==> src/hw/attn_pkg.sv <==
// Attention PE package with vector sizes, element types and FSM state encodings
package attn_pkg;

    // Vector geometry
    localparam int embed_dim  = 4;
    localparam int elem_idx_w = $clog2(embed_dim);

    // Power-of-two softmax, weight is 256 >> (max - score)
    localparam int weight_frac = 8;

    // Score buffer geometry
    localparam int fifo_depth = 4;
    localparam int fifo_aw    = $clog2(fifo_depth);

    // Output saturation limits
    localparam int elem_max = 127;
    localparam int elem_min = -128;

    typedef logic signed [7:0]  elem_t;   // Vector element
    typedef logic signed [17:0] score_t;  // Dot product of two vectors
    typedef logic signed [31:0] acc_t;    // Weighted totals and weight sum

    // Consumer FSM
    typedef enum logic [0:0] {
        RUNNING,
        FLUSH
    } acc_state_t;

    // Divider FSM
    typedef enum logic [1:0] {
        IDLE,
        DIVIDE,
        HOLD
    } div_state_t;

endpackage

==> src/hw/score_unit.sv <==
// Score producer, registers the query-key dot product with the value vector and last flag
`timescale 1ns/1ns

module score_unit (
    input  logic                                            clk,
    input  logic                                            arst_n,
    input  logic                                            in_valid,
    output logic                                            in_ready,
    input  attn_pkg::elem_t [attn_pkg::embed_dim-1:0]       q_vec,
    input  attn_pkg::elem_t [attn_pkg::embed_dim-1:0]       k_vec,
    input  attn_pkg::elem_t [attn_pkg::embed_dim-1:0]       v_vec,
    input  logic                                            in_last,
    output logic                                            sc_valid,
    input  logic                                            sc_ready,
    output attn_pkg::score_t                                score,
    output attn_pkg::elem_t [attn_pkg::embed_dim-1:0]       sc_v_vec,
    output logic                                            sc_last
);
    import attn_pkg::*;

    score_t dot;

    // Register free or draining this cycle
    assign in_ready = !sc_valid || sc_ready;

    // Four signed products summed at full width
    always_comb begin
        dot = '0;
        for (int i = 0; i < embed_dim; i++) begin
            dot = dot + elem_t'(q_vec[i]) * elem_t'(k_vec[i]);
        end
    end

    always_ff @(posedge clk or negedge arst_n) begin
        if (!arst_n) begin
            sc_valid <= 1'b0;
        end else if (in_ready) begin
            sc_valid <= in_valid;
        end
    end

    // Payload moves only on an input transfer
    always_ff @(posedge clk) begin
        if (in_valid && in_ready) begin
            score    <= dot;
            sc_v_vec <= v_vec;
            sc_last  <= in_last;
        end
    end

endmodule

==> src/hw/score_fifo.sv <==
// Score buffer, four-entry fall-through FIFO for score, value vector and last flag
`timescale 1ns/1ns

module score_fifo (
    input  logic                                            clk,
    input  logic                                            arst_n,
    input  logic                                            wr_valid,
    output logic                                            wr_ready,
    input  attn_pkg::score_t                                wr_score,
    input  attn_pkg::elem_t [attn_pkg::embed_dim-1:0]       wr_v_vec,
    input  logic                                            wr_last,
    output logic                                            rd_valid,
    input  logic                                            rd_ready,
    output attn_pkg::score_t                                rd_score,
    output attn_pkg::elem_t [attn_pkg::embed_dim-1:0]       rd_v_vec,
    output logic                                            rd_last
);
    import attn_pkg::*;

    score_t                   mem_score [fifo_depth];
    elem_t [embed_dim-1:0]    mem_v     [fifo_depth];
    logic                     mem_last  [fifo_depth];

    logic [fifo_aw-1:0] wr_ptr;
    logic [fifo_aw-1:0] rd_ptr;
    logic [fifo_aw:0]   count;   // Occupancy, 0 to fifo_depth
    logic               wr_en;
    logic               rd_en;

    assign wr_ready = (count != (fifo_aw + 1)'(fifo_depth));
    assign rd_valid = (count != '0);
    assign wr_en    = wr_valid && wr_ready;
    assign rd_en    = rd_valid && rd_ready;

    // Head entry shows without a read request
    assign rd_score = mem_score[rd_ptr];
    assign rd_v_vec = mem_v[rd_ptr];
    assign rd_last  = mem_last[rd_ptr];

    always_ff @(posedge clk or negedge arst_n) begin
        if (!arst_n) begin
            wr_ptr <= '0;
            rd_ptr <= '0;
            count  <= '0;
        end else begin
            if (wr_en) wr_ptr <= wr_ptr + 1'b1;  // Wraps at depth
            if (rd_en) rd_ptr <= rd_ptr + 1'b1;
            case ({wr_en, rd_en})
                2'b10:   count <= count + 1'b1;
                2'b01:   count <= count - 1'b1;
                default: count <= count;
            endcase
        end
    end

    always_ff @(posedge clk) begin
        if (wr_en) begin
            mem_score[wr_ptr] <= wr_score;
            mem_v[wr_ptr]     <= wr_v_vec;
            mem_last[wr_ptr]  <= wr_last;
        end
    end

endmodule

==> src/hw/softmax_accum.sv <==
// Running softmax consumer, tracks the max score, weight sum and weighted value totals
`timescale 1ns/1ns

module softmax_accum (
    input  logic                                            clk,
    input  logic                                            arst_n,
    input  logic                                            fb_valid,
    output logic                                            fb_ready,
    input  attn_pkg::score_t                                fb_score,
    input  attn_pkg::elem_t [attn_pkg::embed_dim-1:0]       fb_v_vec,
    input  logic                                            fb_last,
    output logic                                            sum_valid,
    input  logic                                            sum_ready,
    output attn_pkg::acc_t [attn_pkg::embed_dim-1:0]        acc_vec,
    output attn_pkg::acc_t                                  weight_sum
);
    import attn_pkg::*;

    acc_state_t state;
    logic       first_q;                 // No beat taken yet in this sequence
    score_t     max_q;
    acc_t       acc_q    [embed_dim];
    acc_t       wsum_q;

    logic signed [$bits(score_t):0] delta;  // Score minus max
    logic signed [$bits(score_t):0] drop;   // Max minus score
    logic       rise;
    logic       beat;
    acc_t       weight;
    acc_t       wsum_next;
    acc_t       acc_next [embed_dim];
    score_t     max_next;

    assign fb_ready   = (state == RUNNING);
    assign sum_valid  = (state == FLUSH);
    assign beat       = fb_valid && fb_ready;
    assign weight_sum = wsum_q;

    always_comb begin
        for (int i = 0; i < embed_dim; i++) begin
            acc_vec[i] = acc_q[i];
        end
    end

    always_comb begin
        delta = fb_score - max_q;
        drop  = max_q - fb_score;
        rise  = !first_q && (delta > 0);
        // New max takes full weight, older beats fade by powers of two
        if (first_q || rise) weight = acc_t'(1 << weight_frac);
        else if (drop > weight_frac) weight = '0;
        else weight = acc_t'(1 << weight_frac) >>> drop;

        if (first_q) wsum_next = '0;
        else if (rise) wsum_next = wsum_q >>> delta;  // Rescale old sum
        else wsum_next = wsum_q;
        wsum_next = wsum_next + weight;

        for (int i = 0; i < embed_dim; i++) begin
            if (first_q) acc_next[i] = '0;
            else if (rise) acc_next[i] = acc_q[i] >>> delta;
            else acc_next[i] = acc_q[i];
            acc_next[i] = acc_next[i] + weight * elem_t'(fb_v_vec[i]);
        end
        max_next = (first_q || rise) ? fb_score : max_q;
    end

    always_ff @(posedge clk or negedge arst_n) begin
        if (!arst_n) begin
            state   <= RUNNING;
            first_q <= 1'b1;
        end else if (state == RUNNING) begin
            if (beat) begin
                first_q <= 1'b0;
                if (fb_last) state <= FLUSH;
            end
        end else if (sum_ready) begin
            state   <= RUNNING;  // Totals handed off, start a fresh sequence
            first_q <= 1'b1;
        end
    end

    always_ff @(posedge clk) begin
        if (beat) begin
            max_q  <= max_next;
            wsum_q <= wsum_next;
            for (int i = 0; i < embed_dim; i++) begin
                acc_q[i] <= acc_next[i];
            end
        end
    end

endmodule

==> src/hw/norm_divider.sv <==
// Output normalizer, divides each weighted total by the weight sum one element per cycle
`timescale 1ns/1ns

module norm_divider (
    input  logic                                            clk,
    input  logic                                            arst_n,
    input  logic                                            sum_valid,
    output logic                                            sum_ready,
    input  attn_pkg::acc_t [attn_pkg::embed_dim-1:0]        acc_vec,
    input  attn_pkg::acc_t                                  weight_sum,
    output logic                                            out_valid,
    input  logic                                            out_ready,
    output attn_pkg::elem_t [attn_pkg::embed_dim-1:0]       out_vec
);
    import attn_pkg::*;

    div_state_t            state;
    logic [elem_idx_w-1:0] idx;             // Element under division
    acc_t                  num_q [embed_dim];
    acc_t                  den_q;
    acc_t                  quot;
    elem_t                 quot_sat;
    elem_t [embed_dim-1:0] out_q;

    assign sum_ready = (state == IDLE);
    assign out_valid = (state == HOLD);
    assign out_vec   = out_q;

    // Signed divide truncates toward zero, then clamp to element range
    always_comb begin
        quot = num_q[idx] / den_q;
        if (quot > elem_max) quot_sat = elem_t'(elem_max);
        else if (quot < elem_min) quot_sat = elem_t'(elem_min);
        else quot_sat = elem_t'(quot);
    end

    always_ff @(posedge clk or negedge arst_n) begin
        if (!arst_n) begin
            state <= IDLE;
            idx   <= '0;
        end else begin
            case (state)
                IDLE: begin
                    if (sum_valid) begin
                        state <= DIVIDE;
                        idx   <= '0;
                    end
                end
                DIVIDE: begin
                    idx <= idx + 1'b1;
                    if (idx == elem_idx_w'(embed_dim - 1)) state <= HOLD;
                end
                HOLD: if (out_ready) state <= IDLE;
                default: state <= IDLE;
            endcase
        end
    end

    always_ff @(posedge clk) begin
        if (sum_valid && sum_ready) begin
            den_q <= weight_sum;
            for (int i = 0; i < embed_dim; i++) begin
                num_q[i] <= acc_vec[i];
            end
        end
        if (state == DIVIDE) out_q[idx] <= quot_sat;
    end

endmodule

==> src/hw/attn_pe.sv <==
// Attention processing element, streams key/value beats through score, buffer, softmax and divide
`timescale 1ns/1ns

module attn_pe (
    input  logic                                            clk,
    input  logic                                            arst_n,
    input  logic                                            in_valid,
    output logic                                            in_ready,
    input  attn_pkg::elem_t [attn_pkg::embed_dim-1:0]       q_vec,
    input  attn_pkg::elem_t [attn_pkg::embed_dim-1:0]       k_vec,
    input  attn_pkg::elem_t [attn_pkg::embed_dim-1:0]       v_vec,
    input  logic                                            in_last,
    output logic                                            out_valid,
    input  logic                                            out_ready,
    output attn_pkg::elem_t [attn_pkg::embed_dim-1:0]       out_vec
);
    import attn_pkg::*;

    // Producer to buffer
    logic                  sc_valid, sc_ready, sc_last;
    score_t                score;
    elem_t [embed_dim-1:0] sc_v_vec;

    // Buffer to consumer
    logic                  fb_valid, fb_ready, fb_last;
    score_t                fb_score;
    elem_t [embed_dim-1:0] fb_v_vec;

    // Consumer to divider
    logic                  sum_valid, sum_ready;
    acc_t [embed_dim-1:0]  acc_vec;
    acc_t                  weight_sum;

    score_unit u_score (
        .clk(clk), .arst_n(arst_n),
        .in_valid(in_valid), .in_ready(in_ready),
        .q_vec(q_vec), .k_vec(k_vec), .v_vec(v_vec), .in_last(in_last),
        .sc_valid(sc_valid), .sc_ready(sc_ready),
        .score(score), .sc_v_vec(sc_v_vec), .sc_last(sc_last)
    );

    score_fifo u_fifo (
        .clk(clk), .arst_n(arst_n),
        .wr_valid(sc_valid), .wr_ready(sc_ready),
        .wr_score(score), .wr_v_vec(sc_v_vec), .wr_last(sc_last),
        .rd_valid(fb_valid), .rd_ready(fb_ready),
        .rd_score(fb_score), .rd_v_vec(fb_v_vec), .rd_last(fb_last)
    );

    softmax_accum u_accum (
        .clk(clk), .arst_n(arst_n),
        .fb_valid(fb_valid), .fb_ready(fb_ready),
        .fb_score(fb_score), .fb_v_vec(fb_v_vec), .fb_last(fb_last),
        .sum_valid(sum_valid), .sum_ready(sum_ready),
        .acc_vec(acc_vec), .weight_sum(weight_sum)
    );

    norm_divider u_div (
        .clk(clk), .arst_n(arst_n),
        .sum_valid(sum_valid), .sum_ready(sum_ready),
        .acc_vec(acc_vec), .weight_sum(weight_sum),
        .out_valid(out_valid), .out_ready(out_ready), .out_vec(out_vec)
    );

endmodule

==> config.mk <==
export PLATFORM = sky130hd
export DESIGN_NAME = attn_pe
export DESIGN_NICKNAME = d
export VERILOG_FILES = /design/src/hw/attn_pkg.sv /design/src/hw/score_unit.sv /design/src/hw/score_fifo.sv /design/src/hw/softmax_accum.sv /design/src/hw/norm_divider.sv /design/src/hw/attn_pe.sv
export SDC_FILE = /design/constraint.sdc
export NUM_CORES = 2
export LEC_CHECK = 0
export BUFFER_PORTS_ARGS = -buffer_cell sky130_fd_sc_hd__clkbuf_2
export CORE_MARGIN = 8
export CORE_UTILIZATION = 50
export DETAILED_ROUTE_END_ITERATION = 7
export GPL_TIMING_DRIVEN = 0
export PLACE_DENSITY_LB_ADDON = 0.12
export SYNTH_ARGS = -nofsm -noshare
export SYNTH_HDL_FRONTEND = slang
export SYNTH_SLANG_ARGS = --single-unit
==> constraint.sdc <==
create_clock -name clk -period 228.2 [get_ports clk]
set_clock_uncertainty 0.15 [all_clocks]
set_input_delay 11.41 -clock clk [delete_from_list [all_inputs] [get_ports clk]]
set_output_delay 11.41 -clock clk [all_outputs]
set_load 0.01 [all_outputs]
==> impl_metrics.yaml <==
clock_tree:
  postCtsSetupBuffers: 0
  worstSkewPairLatency_ps: 710
  clock-root-buffer: "clkbuf_16"
  path_clk_slew_ps: 60
  cts_buffer_depth: 3
  cts_tree: "done"
  cts_buffers: 71
  ctsResizeCount: 0
  cts.sinks: 639
  htree_num_levels: 3
  holdBufCountCts: 0
synth:
  yosys_register_bits: 639
  synth-main-ff-cell: "edfxtp_1"
  synth-async-reset-ratio_pct: 2.19
  synth.largest_area_cell: "edfxtp_1"
  synthTopCellsByCount: "ha_1, nand2_1, nor2_1, a21oi_1, inv_1"
  yosys.area.top_type_share_pct: 20.7
  netlist_area_um2: 90700
  synth_fp_nets: 12100
  syn-mean-instance-area_um2: 8.76
  synth_warnings: 0
  synth-edff-count: 625
  yosysUniqueCellTypes: 113
  syn_inst: 10400
  synth.area.top_cells: "edfxtp_1, ha_1, fa_1"
  seq_area_frac_synth_pct: 21.1
  yosysMostFrequentCell: "ha_1"
timing:
  maxSlewHeadroom_pct: -3.84
  finalCritPeriodShare_pct: 49.3
  layout_min_cycle_time_ps: 112430
  setup_viol: 0
  worstMarginPinSlew_ps: 1540
  setup_tns_ps: 0
  finalMaxSlewViolations: 38
  fmax_mhz: 8.89
  grt_setup_unrepaired: "false"
  hold_violations: 0
status:
  violations: "DRC, capacitance limit, slew limit"
  status: "finished, violations left"
routing:
  drt-initial-drc-count: 9374
  route.detailed.drc: 13
  ant_nets: 0
  vias: 85200
  drtPass1Iterations: 8
  wl_per_cell_um: 29.9
  viasPerCell: 6.53
  routed_wl_mm: 391
setup_path:
  crit_path_end_kind: "flop"
  regToRegSetupSlack_ps: 115770
  path_common_cell: "clkbuf_1"
  path_buf_inv: 54
  worst-endpoint-required_ps: 228310
  slowest_delay_ps: 1100
  cp_top_family: "compound AO/OA/AOI/OAI gates"
  crit_path_top_delay_cell: "clkbuf_1"
  cp.arrival_ps: 112540
  cp-start-kind: "flop"
  crit_path_max_fanout: 10
  ff2ff_path_depth: 348
  rr_startpoint: "u_div.idx[1]"
  setup.worst_path.class: "flop to flop"
  rr_endpoint: "u_div.out_vec[1]"
run:
  maxCapViolCount: 6
placement:
  postPlaceCellArea_um2: 95500
  port_buffers: 130
  place_hpwl_mm: 320
  place_congestion: 1.11
hold_path:
  hold_path_depth: 0
  hold_path_end: "u_div.den_q[31]"
  hold_path_startpoint: "u_accum.weight_sum[31]"
  min_path_type: "flop to flop"
die:
  initial_core_util_pct: 50.2
  fp-row-count: 156
  dieArea_um2: 195000
  core_um2: 181000
  die_h_um: 442
  ioPinCount: 135
  die_w_um: 442
grt:
  grt_antenna_before_repair: 21
  grt_max_degree: 50
  grt_pass1_vias: 84500
  grt_remaining_overflow: 0
  track_usage_pct: 38.5
  grt_pass1_wl_mm: 564
finish:
  syn_to_final_growth_pct: 7.94
  post-route-cell-area_um2: 97900
  nets: 12400
  drive_above_1_share_pct: 6.81
==> registers in the layout, indices dropped and copies added (netlist names) <==
| name | flops |
|---|---|
| u_accum.acc_q | 128 |
| u_accum.first_q | 1 |
| u_accum.max_q | 18 |
| u_accum.sum_valid | 1 |
| u_accum.weight_sum | 32 |
| u_div.den_q | 32 |
| u_div.idx | 2 |
| u_div.num_q | 128 |
| u_div.out_vec | 32 |
| u_div.state | 2 |
| u_fifo.count | 3 |
| u_fifo.mem_last | 4 |
| u_fifo.mem_score | 72 |
| u_fifo.mem_v | 128 |
| u_fifo.rd_ptr | 2 |
| u_fifo.wr_ptr | 2 |
| u_score.sc_last | 1 |
| u_score.sc_v_vec | 32 |
| u_score.sc_valid | 1 |
| u_score.score | 18 |
==> cells in the final DEF (no fill, tap or decap), drive strengths merged, types with 25 or more instances in the layout <==
cell type / instances
o21ai: 557
or4: 25
nand2b: 82
nand4: 61
nor2b: 133
or3: 75
o21bai: 89
nor2: 934
xnor2: 440
mux4: 84
inv: 775
fa: 493
and3: 56
a221oi: 36
a211oi: 132
or2: 66
nor4: 55
o22ai: 55
o31ai: 68
a31oi: 88
mux2: 127
ha: 1143
nand2: 1033
a21oi: 790
buf: 152
a22oi: 31
and2: 231
nor3: 193
edfxtp: 625
clkinv: 31
o211ai: 104
a32o: 27
a21o: 217
mux2i: 190
xor2: 225
clkbuf: 529
nand3: 186
o21a: 155
==> worst register-to-register path: cells and delay by family (launching register included) <==
kind	cells	cell delay, ps
AOI/OAI and AO/OA	155	47420
adders and majority gates	32	10820
buffers and inverters	54	24850
DFF	1	520
muxes	7	2810
and+or+nand+nor	100	25460
==> per-layer routing <==
layer	share of wire (%)	track usage (%)
met1	39	47.9
met3	8.5	7.12
met5	0.017	0
met4	8.3	25.5
met2	44	61.0
==> worst max-delay path by stage <==
stage,from,to,slack [ps],cells past startpoint
2_1_floorplan,u_div.den_q[31],u_div.out_vec[0],150130,346
3_3_place_gp,u_div.den_q[0],u_div.out_vec[17],118100,341
3_5_place_dp,u_div.idx[1],u_div.out_vec[17],120040,349
4_1_cts,u_div.idx[1],u_div.out_vec[17],119480,349
5_1_grt,u_div.idx[1],u_div.out_vec[1],110430,347
6_report,u_div.idx[1],u_div.out_vec[1],115770,348
==> area by class of cell <==
cell class | instances | area, um2
diodes | 12 | 30.0
plain buffers | 408 | 1590
clock buffers | 79 | 1830
clock inverters | 49 | 503
fillers | 16700 | 82700
inverters | 770 | 2890
multi-input cells | 8536 | 67300
flip-flops and latches | 639 | 19100
well taps | 2370 | 2970
repair buffers | 194 | 1620
==> kinds of logic after synthesis <==
family          Yosys count  share of synthesized area, %
fa+ha+maj              1636                          26.7
compound gates         2648                          18.8
xor+xnor                665                          6.42
simple gates           3186                          16.4
buf+inv                1178                          4.93
mux                     401                          5.78
flops                   639                          21.1
==> through the flow <==
step	hold WS, ps	utilization (%)	instances	worst slack [ps]
floorplan	274	-	10400	150130
global placement	282	52.2	12900	118100
detailed placement	297	52.9	12900	120040
CTS	295	54.2	13000	119480
global route	311	54.2	13000	110430
finish	294	54.2	13100	115770
Power is not shown: default switching activity piles up to over one toggle a cycle in this logic, so the estimate is an artifact.
